==> src/verilog/fft_pkg.sv <==
package fft_pkg;

  // Sample word width, signed two's complement
  localparam int sample_w = 16;

  // Twiddle component width, Q8 so that 1.0 is 256
  localparam int twdl_w = 10;

  // Shift that takes a product back to sample scale
  localparam int twdl_shift = twdl_w - 2;

  // Full complex product width, one guard bit for the add
  localparam int mul_w = sample_w + twdl_w + 1;

  // Transform size and twiddle index width
  localparam int fft_points = 16;
  localparam int twdl_idx_w = $clog2(fft_points / 2);

  typedef logic [twdl_idx_w-1:0] twdl_idx_t;

  // Complex sample, real part in the upper word
  typedef struct packed {
    logic signed [sample_w-1:0] re;
    logic signed [sample_w-1:0] im;
  } cplx_t;

  typedef struct packed {
    logic signed [twdl_w-1:0] re;
    logic signed [twdl_w-1:0] im;
  } twdl_t;

  typedef struct packed {
    logic signed [mul_w-1:0] re;
    logic signed [mul_w-1:0] im;
  } prod_t;

endpackage
==> src/verilog/fft_bfly_top.sv <==
`timescale 1ns/10ps

module fft_bfly_top #(
  parameter int MUL_LAT    = 3,
  parameter int FIFO_DEPTH = 8
) (
  input  logic                clk,
  input  logic                rst_n,
  input  logic                sample_valid,
  input  fft_pkg::cplx_t      sample_a,
  input  fft_pkg::cplx_t      sample_b,
  input  fft_pkg::twdl_idx_t  twdl_idx,
  output fft_pkg::cplx_t      res,
  output logic                res_valid,
  output logic                bffr_ovrflw,
  output logic                bffr_underflw
);

  // Twiddle for the current index, same cycle as the strobe
  fft_pkg::twdl_t twdl;

  twiddle_rom u_rom (
    .idx  (twdl_idx),
    .twdl (twdl)
  );

  but_wing #(
    .MUL_LAT    (MUL_LAT),
    .FIFO_DEPTH (FIFO_DEPTH)
  ) u_bfly (
    .clk           (clk),
    .rst_n         (rst_n),
    .sample_a      (sample_a),
    .sample_b      (sample_b),
    .twdl          (twdl),
    .sample_valid  (sample_valid),
    .res           (res),
    .res_valid     (res_valid),
    .bffr_ovrflw   (bffr_ovrflw),
    .bffr_underflw (bffr_underflw)
  );

endmodule

==> src/verilog/but_wing.sv <==
`timescale 1ns/10ps

module but_wing #(
  parameter int MUL_LAT    = 3,
  parameter int FIFO_DEPTH = 8
) (
  input  logic            clk,
  input  logic            rst_n,
  input  fft_pkg::cplx_t  sample_a,
  input  fft_pkg::cplx_t  sample_b,
  input  fft_pkg::twdl_t  twdl,
  input  logic            sample_valid,
  output fft_pkg::cplx_t  res,
  output logic            res_valid,
  output logic            bffr_ovrflw,
  output logic            bffr_underflw
);

  localparam int PST_W = MUL_LAT + 2;
  localparam int SW    = fft_pkg::sample_w;

  // Normalized product, one bit wider than a sample
  typedef struct packed {
    logic signed [SW:0] re;
    logic signed [SW:0] im;
  } norm_t;

  // Strobe history, bit k set k+1 edges after the strobe
  logic [PST_W-1:0] pst_vec;

  fft_pkg::prod_t prod;
  fft_pkg::cplx_t head;
  logic           fifo_full;
  logic           fifo_empty;

  logic signed [fft_pkg::mul_w-1:0] shr_re;
  logic signed [fft_pkg::mul_w-1:0] shr_im;

  norm_t norm_c;
  norm_t norm_q;
  norm_t neg_q;
  norm_t sum_c;
  norm_t dif_c;

  // Difference waits here for its output slot
  fft_pkg::cplx_t dif_q;
  logic           dif_phase;

  always_ff @(posedge clk or negedge rst_n)
  begin
    if (!rst_n)
    begin
      pst_vec <= '0;
    end
    else
    begin
      pst_vec <= {pst_vec[PST_W-2:0], sample_valid};
    end
  end

  // Divide by 1.0 of the twiddle scale, then drop to SW+1 bits
  assign shr_re    = prod.re >>> fft_pkg::twdl_shift;
  assign shr_im    = prod.im >>> fft_pkg::twdl_shift;
  assign norm_c.re = shr_re[SW:0];
  assign norm_c.im = shr_im[SW:0];

  // Product valid for one cycle only
  always_ff @(posedge clk)
  begin
    if (pst_vec[MUL_LAT-1])
    begin
      norm_q   <= norm_c;
      neg_q.re <= -norm_c.re;
      neg_q.im <= -norm_c.im;
    end
  end

  // Head sign extended, sums wrap
  assign sum_c.re = {head.re[SW-1], head.re} + norm_q.re;
  assign sum_c.im = {head.im[SW-1], head.im} + norm_q.im;
  assign dif_c.re = {head.re[SW-1], head.re} + neg_q.re;
  assign dif_c.im = {head.im[SW-1], head.im} + neg_q.im;

  // Both results taken together, before the next product lands
  always_ff @(posedge clk)
  begin
    if (pst_vec[MUL_LAT+1])
    begin
      dif_q <= '{re: dif_c.re[SW-1:0], im: dif_c.im[SW-1:0]};
    end
  end

  // Sum first, difference on the following cycle
  always_ff @(posedge clk or negedge rst_n)
  begin
    if (!rst_n)
    begin
      res       <= '0;
      res_valid <= 1'b0;
      dif_phase <= 1'b0;
    end
    else
    begin
      res_valid <= pst_vec[MUL_LAT+1] | dif_phase;
      dif_phase <= pst_vec[MUL_LAT+1];
      if (pst_vec[MUL_LAT+1])
      begin
        res <= '{re: sum_c.re[SW-1:0], im: sum_c.im[SW-1:0]};
      end
      else if (dif_phase)
      begin
        res <= dif_q;
      end
    end
  end

  cplx_mult #(
    .LAT (MUL_LAT)
  ) u_mult (
    .clk   (clk),
    .rst_n (rst_n),
    .a     (sample_b),
    .w     (twdl),
    .p     (prod)
  );

  // Pop once the difference is out
  sample_fifo #(
    .T     (fft_pkg::cplx_t),
    .DEPTH (FIFO_DEPTH)
  ) u_fifo (
    .clk     (clk),
    .rst_n   (rst_n),
    .wr_en   (sample_valid),
    .wr_data (sample_a),
    .rd_en   (dif_phase),
    .rd_data (head),
    .full    (fifo_full),
    .empty   (fifo_empty)
  );

  assign bffr_ovrflw   = sample_valid & fifo_full;
  assign bffr_underflw = pst_vec[MUL_LAT+1] & fifo_empty;

endmodule

==> src/verilog/twiddle_rom.sv <==
`timescale 1ns/10ps

module twiddle_rom (
  input  fft_pkg::twdl_idx_t  idx,
  output fft_pkg::twdl_t      twdl
);

  // W(k) = cos(2*pi*k/16) - j*sin(2*pi*k/16), Q8, rounded
  always_comb
  begin
    case (idx)
      3'd0:
      begin
        twdl = '{re: 10'sd256, im: 10'sd0};
      end
      3'd1:
      begin
        twdl = '{re: 10'sd237, im: -10'sd98};
      end
      3'd2:
      begin
        twdl = '{re: 10'sd181, im: -10'sd181};
      end
      3'd3:
      begin
        twdl = '{re: 10'sd98, im: -10'sd237};
      end
      // Quarter turn, pure -j
      3'd4:
      begin
        twdl = '{re: 10'sd0, im: -10'sd256};
      end
      3'd5:
      begin
        twdl = '{re: -10'sd98, im: -10'sd237};
      end
      3'd6:
      begin
        twdl = '{re: -10'sd181, im: -10'sd181};
      end
      default:
      begin
        twdl = '{re: -10'sd237, im: -10'sd98};
      end
    endcase
  end

endmodule

==> src/verilog/sample_fifo.sv <==
`timescale 1ns/10ps

module sample_fifo #(
  parameter type T     = logic [31:0],
  parameter int  DEPTH = 8
) (
  input  logic  clk,
  input  logic  rst_n,
  input  logic  wr_en,
  input  T      wr_data,
  input  logic  rd_en,
  output T      rd_data,
  output logic  full,
  output logic  empty
);

  localparam int PTR_W = (DEPTH > 1) ? $clog2(DEPTH) : 1;

  // Storage, no reset on the data
  T mem [DEPTH];

  logic [PTR_W-1:0] wr_ptr;
  logic [PTR_W-1:0] rd_ptr;
  // One extra bit so DEPTH itself fits
  logic [PTR_W:0]   count;

  // Qualified requests, bad ones dropped
  logic do_wr;
  logic do_rd;

  assign full  = (count == (PTR_W+1)'(DEPTH));
  assign empty = (count == '0);

  assign do_wr = wr_en && !full;
  assign do_rd = rd_en && !empty;

  // Head entry always visible
  assign rd_data = mem[rd_ptr];

  always_ff @(posedge clk)
  begin
    if (do_wr)
    begin
      mem[wr_ptr] <= wr_data;
    end
  end

  always_ff @(posedge clk or negedge rst_n)
  begin
    if (!rst_n)
    begin
      wr_ptr <= '0;
      rd_ptr <= '0;
      count  <= '0;
    end
    else
    begin
      // Pointers wrap at DEPTH, which need not be a power of two
      if (do_wr)
      begin
        wr_ptr <= (wr_ptr == PTR_W'(DEPTH - 1)) ? '0 : wr_ptr + 1'b1;
      end
      if (do_rd)
      begin
        rd_ptr <= (rd_ptr == PTR_W'(DEPTH - 1)) ? '0 : rd_ptr + 1'b1;
      end
      // Simultaneous push and pop leaves count alone
      if (do_wr && !do_rd)
      begin
        count <= count + 1'b1;
      end
      else if (do_rd && !do_wr)
      begin
        count <= count - 1'b1;
      end
    end
  end

endmodule

==> src/verilog/cplx_mult.sv <==
`timescale 1ns/10ps

module cplx_mult #(
  parameter int LAT = 3
) (
  input  logic            clk,
  input  logic            rst_n,
  input  fft_pkg::cplx_t  a,
  input  fft_pkg::twdl_t  w,
  output fft_pkg::prod_t  p
);

  localparam int PP_W = fft_pkg::sample_w + fft_pkg::twdl_w;

  // Partial products, stage one
  logic signed [PP_W-1:0] pp_rr;
  logic signed [PP_W-1:0] pp_ii;
  logic signed [PP_W-1:0] pp_ri;
  logic signed [PP_W-1:0] pp_ir;

  // Combined product, stage two
  fft_pkg::prod_t p_s2;

  always_ff @(posedge clk or negedge rst_n)
  begin
    if (!rst_n)
    begin
      pp_rr <= '0;
      pp_ii <= '0;
      pp_ri <= '0;
      pp_ir <= '0;
      p_s2  <= '0;
    end
    else
    begin
      pp_rr <= a.re * w.re;
      pp_ii <= a.im * w.im;
      pp_ri <= a.re * w.im;
      pp_ir <= a.im * w.re;
      // Sign extended into mul_w before the add
      p_s2.re <= pp_rr - pp_ii;
      p_s2.im <= pp_ri + pp_ir;
    end
  end

  // Extra delay to reach LAT, none when LAT is 2
  if (LAT > 2)
  begin : g_dly
    fft_pkg::prod_t dly_q [LAT-2];

    always_ff @(posedge clk or negedge rst_n)
    begin
      if (!rst_n)
      begin
        for (int i = 0; i < LAT - 2; i++)
        begin
          dly_q[i] <= '0;
        end
      end
      else
      begin
        dly_q[0] <= p_s2;
        for (int i = 1; i < LAT - 2; i++)
        begin
          dly_q[i] <= dly_q[i-1];
        end
      end
    end

    assign p = dly_q[LAT-3];
  end
  else
  begin : g_nodly
    assign p = p_s2;
  end

endmodule

==> config.mk <==
export PLATFORM = sky130hd
export DESIGN_NAME = fft_bfly_top
export DESIGN_NICKNAME = d
export VERILOG_FILES = /design/src/verilog/fft_pkg.sv /design/src/verilog/fft_bfly_top.sv /design/src/verilog/but_wing.sv /design/src/verilog/twiddle_rom.sv /design/src/verilog/sample_fifo.sv /design/src/verilog/cplx_mult.sv
export SDC_FILE = /design/constraint.sdc
export NUM_CORES = 2
export LEC_CHECK = 0
export BUFFER_PORTS_ARGS = -buffer_cell sky130_fd_sc_hd__buf_2
export CORE_ASPECT_RATIO = 2
export CORE_MARGIN = 8
export CORE_UTILIZATION = 40
export DETAILED_ROUTE_END_ITERATION = 12
export GPL_TIMING_DRIVEN = 0
export SLEW_MARGIN = 30
export SYNTH_ARGS = -nofsm -noshare
export SYNTH_HDL_FRONTEND = slang
export SYNTH_SLANG_ARGS = --single-unit
==> constraint.sdc <==
create_clock -name clk -period 6.4 [get_ports clk]
set_clock_uncertainty 0.15 [all_clocks]
set_input_delay 0.32 -clock clk [delete_from_list [all_inputs] [get_ports clk]]
set_output_delay 0.32 -clock clk [all_outputs]
set_load 0.005 [all_outputs]
Yosys cells after proc, flatten, opt, wreduce, memory -nomap -nowiden

Memories as Yosys holds them, arrays and structs flattened.
Cells that the tools add are included.

Bits in registers: 337
Memory bits (writable): 256
Bits of input ports: 70
Output and inout bits: 35
Word-level logic and storage cells: 72
Memories kept: 1

$add $sub $neg: 12
Multipliers: 4
Equal/unequal tests: 9
Multiplexer cells: 9
Bitwise logic cells: 3
Reduce and logical (&&, ||, !) cells: 12

Memories:

| name              | words | bits a word | rd ports | clocked after memory_dff | wr ports | line              | text |
|---|---|---|---|---|---|---|---|
| u_bfly.u_fifo.mem | 8     | 32          | 1        | 0                        | 1        | sample_fifo.sv:20 | `T mem [DEPTH];` |

Operators with widths:

| operator            | number |
|---|---|
| $pmux 20 s7         | 1 |
| $mul 16x10->24      | 4 |
| $add 16x16->16      | 4 |
| $mux 32             | 2 |
| $neg 16->16         | 2 |
| $add 24x24->24      | 1 |
| $sub 24x24->24      | 1 |
| $eq 3x3->1 const B  | 5 |
| $mux 4              | 2 |
| $add 3x1->3 const B | 2 |
| $eq 3x2->1 const B  | 2 |
| $mux 3              | 2 |
| $add 4x1->4 const B | 1 |
| $eq 4x4->1 const B  | 1 |
| $logic_and 1x1->1   | 4 |
| $logic_not 1->1     | 4 |
| $logic_not 4->1     | 1 |
| $reduce_bool 2->1   | 2 |
| $sub 4x1->4 const B | 1 |
| $eq 3x1->1 const B  | 1 |
| $logic_not 3->1     | 1 |
| $and 1x1->1         | 2 |
| $mux 1              | 2 |
| $or 1x1->1          | 1 |

Depth between registers and ports, before layout

Depth in word-level cells: 7
Gate-level depth with buffers: 27

Cells and area by module

From an unflattened synthesis, not the netlist that was laid out.

Cell total of the unflattened synthesis: 4,476
Area total of the unflattened synthesis: 49,428.7 µm²

Modules (own cells, without submodules):

| module      | instances | cells an instance | area an instance (µm²) |
|---|---|---|---|
| cplx_mult   | 1         | 3,342             | 31,251.2 |
| sample_fifo | 1         | 437               | 10,289.9 |
| but_wing    | 1         | 666               | 7,688.6 |
| twiddle_rom | 1         | 31                | 198.9 |

Worst setup path before layout

No wires, ideal clock.

Kind: input to register
Start: in twdl_idx[1]
End: reg u_bfly.u_mult.pp_ri[23]
Setup time: 0.080 ns
Arrival time: 5.905 ns
Path slack: 0.265 ns
Stages: 22
Path buffers: 3
Cells stage by stage: buf_6 > xnor2_1 > and2_1 > clkbuf_1 > clkbuf_1 > nand2_1 > o21ai_0 > ha_1 > a31o_2 > fa_1 > inv_1 > fa_1 > fa_1 > fa_1 > inv_1 > ha_1 > a211oi_1 > nand2_1 > a211o_1 > a31o_1 > a21oi_1 > xnor2_1

Cells in the longest elaborated chain, start to end: 3
Elaborated cells on any way between the ends: 9
Those cells by class: 1 x mul; 6 x eq/ne; 1 x mux; 1 x reduce/logical

RTL lines:

| item                               | line               | text |
|---|---|---|
| start, declared                    | fft_bfly_top.sv:12 | `input fft_pkg::twdl_idx_t twdl_idx,` |
| $eq 3x3->1 (tied with other cells) | twiddle_rom.sv:11  | `case (idx)` |
| $pmux 20 s7 (*)                    | twiddle_rom.sv:11  |  |
| $mul 16x10->24 (*)                 | cplx_mult.sv:38    | `pp_ri <= a.re * w.im;` |
| end signal, assigned               | cplx_mult.sv:38    |  |
| end, declared                      | cplx_mult.sv:18    | `logic signed [PP_W-1:0] pp_ri;` |

Mark *: on every way between the ends. The rest lies on a longest branch, timed or not.
A chain may end at the register's enable or synchronous reset.

Final worst setup path

Start: in twdl_idx[0]
End: reg u_bfly.u_mult.pp_ii[23]

Cells in the longest elaborated chain, start to end: 3
Elaborated cells on any way between the ends: 9
Those cells by class: 1 x mul; 6 x eq/ne; 1 x mux; 1 x reduce/logical

RTL lines:

| item                               | line              | text |
|---|---|---|
| $eq 3x3->1 (tied with other cells) | twiddle_rom.sv:11 |  |
| $pmux 20 s7 (*)                    | twiddle_rom.sv:11 |  |
| $mul 16x10->24 (*)                 | cplx_mult.sv:37   | `pp_ii <= a.im * w.im;` |
| end signal, assigned               | cplx_mult.sv:37   |  |
| end, declared                      | cplx_mult.sv:17   | `logic signed [PP_W-1:0] pp_ii;` |

Marks and branches as above.

==> metrics.txt <==
synthesis-stage register bit count 559; number of I/O pins 105; Pwr Total 26.9 mW; sequential area share after synthesis 35.1%; Bufs on Longest Clock Path 3; All-Layer GR Usage 18.8%; Register Area 15700 µm²; wire length per cell 19.9 µm; syn_area_per_cell between 10 and 15 µm²; vias per cell 5.06; Post-Syn Nets 4894; Final ANT Viol Nets 0; area of the die 124000 µm²; Synth Area in XOR/XNOR 4.08%; FILL cells 10600; maximum vdd drop between 0.4 and 0.5 mV; antenna violations before repair 10; CP Class primary input to flop; slew margin rel. 37.6%; most used cell, CP fa_1; max-cap viol count 0; Root Buffer Master clkbuf_16; Critical Path Source Type primary input; CP max stage delay between 0.5 and 0.6 ns; Synthesis Warnings 0; placer congestion estimate ~0.9; most common cell after layout, fill and taps aside inv_1; first-pass GRT wire length 180000 µm; # clock sinks 559; Worst Hold Class primary input to async pin; clock slew at reported path FFs roughly 0.060 ns; CP max stage cell fa_1; total CTS buffers 56; Crit path max-delay family adder cells; Yosys cell types 84; largest net degree at the start of global routing between 80 and 90; Post-Synth Simple-Gate Area between 10% and 20%; DRC 0; worst slew pin tran 0.930 ns; total core area ~110000 µm²; Pwr per Cell Area 538 nW/µm²; fin area 50100 µm²; vias in the first global route 30800; largest family of logic cells by synthesized area adder cells; die height 490 µm; post-synthesis compound-gate area fraction 6.33%; post-synthesis adder-cell area fraction 32.2%; non-filler cells in the finished layout ~5700; status completed; mux cell area share after synthesis 4.68%; Tcrit/Tclk final 98.2%; Async SR Flop Fraction 37.4%; Post-Syn Area about 45000 µm²; DP HPWL 93100 µm; layout cells sized above 1 between 10% and 20%; R2R Path End u_bfly.dif_q[15]$_DFFE_PP_; commonest cells after routing, fill and taps aside inv_1, fa_1, ha_1; placed cells 5595; worst-case reg-to-reg path depth 14; cell count after synthesis ~4000; GR Overflow Total 0; Critical Path RT between 6 and 7 ns; CTS tree built; Placed Area 47700 µm²; worst-path fanout max 10; r2r startpoint u_bfly.u_fifo.rd_ptr[1]$_DFFE_PN0P_; Final Core Density 44.8%; RSZ-0062 raised after global routing false; via count roughly 29000; Fmax achieved 159 MHz; row count 174; Leakage around 23 nW; Final min period 6.28 ns; CP Capture Type flop; drt initial violations 1887; final-stage net count 5126; Layout area overhead 11.6%; multi-input logic area 26000 µm²; DIE WIDTH 253 µm; DRT Wirelength 114000 µm; Worst Path Arrival 6.55 ns; number of synthesized flops with an enable pin 350; number of cells on the critical path 23; top_reg_cell synth edfxtp_1; total iterations of the first detailed-routing run 5; critical path buffer and inverter count 7; total negative slack 0 ns; Worst Setup SP twdl_idx[0]; crit-path cells buf_2 -> clkbuf_4 -> or3_4 -> clkbuf_4 -> clkbuf_4 -> nand2_1 -> fa_1 -> fa_1 -> inv_1 -> fa_1 -> fa_1 -> inv_1 -> fa_1 -> inv_1 -> ha_1 -> o21a_1 -> o211ai_1 -> o21bai_1 -> a31oi_2 -> a2111oi_2 -> o21bai_1 -> a21oi_1 -> xnor2_1; Final Hold Vio Count 0; Starting Density between 40% and 50%; Final Max Tran Viols 0; FF-to-FF setup slack ~1.3 ns; PortBufs 102; H-tree Lvls 2; Setup violations, final 0; worst skew pair latency 0.63 ns; CP endpoint u_bfly.u_mult.pp_ii[23]$_DFF_PN0_
-- sequential cells by signal (all words and copies together), names as in the netlist, 5 cells and up --
signal and count:
u_bfly.u_mult.pp_rr 24, u_bfly.u_fifo.mem 256, u_bfly.res 32, u_bfly.u_mult.pp_ir 24, u_bfly.u_mult.pp_ii 24, u_bfly.dif_q 32, u_bfly.u_mult.pp_ri 24, u_bfly.pst_vec 5
u_bfly.neg_q 32, u_bfly.u_mult.p_s2 32, u_bfly.u_mult.p 32, u_bfly.norm_q 30
-- what timing repair did --
action / CTS / global route
resized for setup: 43 / 35
hold buffers: 36 / 0
setup buffers: 1 / 1
gates cloned: 0 / 0
hold endpoints to repair: 468 / 0
pin swaps: 2 / 2
endpoints found under the setup margin: 39 / 12
-- power breakdown --
| part | leakage, nW | internal, mW | switching (mW) | total (mW) |
|---|---|---|---|---|
| Sequential | 5.69 | 5.38 | 0.582 | 5.96 |
| Clock | 0.889 | 1.83 | 1.38 | 3.21 |
| Combinational | 16.4 | 7.52 | 10.2 | 17.8 |
| Total | 23.0 | 14.7 | 12.2 | 26.9 |
-- stage by stage --
| step | hold slack [ns] | setup WS, ns |
|---|---|---|
| 2_1_floorplan | -0.126 | 0.265 |
| 3_3_place_gp | 0.183 | -1.89 |
| 3_5_place_dp | 0.120 | -1.73 |
| 4_1_cts | 0.0477 | 0.0105 |
| 5_1_grt | 0.0774 | 0.00448 |
| 6_report | 0.0578 | 0.117 |
-- how the worst min path moves through the flow --
stage               depth (start not counted)                           to  slack (ns)                        start
global placement                            0  u_bfly.pst_vec[4]$_DFF_PN0_        0.18  u_bfly.pst_vec[3]$_DFF_PN0_
floorplan                                   0   u_bfly.dif_phase$_DFF_PN0_       -0.13                        rst_n
finish                                      2    u_bfly.res[9]$_DFFE_PN0P_        0.06                        rst_n
global route                                2    u_bfly.res[9]$_DFFE_PN0P_        0.08                        rst_n
detailed placement                          1    u_bfly.res[8]$_DFFE_PN0P_        0.12                        rst_n
CTS                                         2    u_bfly.res[8]$_DFFE_PN0P_        0.05                        rst_n
-- cell families after synthesis --
group,after synthesis
flops,559
xor+xnor,209
mux,126
fa+ha+maj,863
compound gates,410
buf+inv,888
simple gates,907
-- synthesized netlist by cell type (all sizes together), types with 5 or more instances --
master	number	area share, %
mux2	32	0.80
o211ai	6	0.12
mux2i	30	0.67
dfrtp	209	12
or2	31	0.43
nor3	45	0.50
and3	34	0.47
nor4	11	0.15
edfxtp	350	23
buf	13	0.16
a211oi	25	0.48
o31ai	10	0.20
nand2	259	2.2
nor2	157	1.3
fa	487	22
a21oi	110	1.3
nor3b	5	0.084
a31oi	13	0.18
or4	5	0.092
a2111oi	7	0.25
and2	208	2.9
clkbuf	99	0.83
a211o	11	0.21
ha	375	10
mux4	64	3.2
o21a	23	0.38
o21ai	84	0.94
xor2	49	0.96
nand2b	34	0.47
xnor2	160	3.1
inv	776	6.5
nand3b	6	0.10
o21bai	14	0.24
nor2b	48	0.67
nand4	5	0.070
o31a	6	0.12
a31o	10	0.20
or3	20	0.28
nand3	35	0.39
a21o	50	0.84
-- layout make-up --
type	count	share of cell area [%]
Multi-Input combinational cell	2515	51.8
Timing Repair Buffer	175	2.52
Tap cell	1496	3.73
Buffer	111	1.02
Clock inverter	23	0.424
Sequential cell	559	31.4
Antenna cell	4	0.0200
Clock buffer	80	3.22
Inverter	776	5.82
-- layer usage --
metal | vias to the layer above | wire length (µm) | part of all wire [%] | track usage, %
met5 | - | 92 | 0.081 | 0
li1 | 13400 | - | - | -
met2 | 822 | 52800 | 46 | 30.0
met1 | 14600 | 50400 | 44 | 26.1
met4 | 14 | 4400 | 3.8 | 6.28
met3 | 226 | 6650 | 5.8 | 2.74
Note: power is estimated with default switching activity, not from simulation.
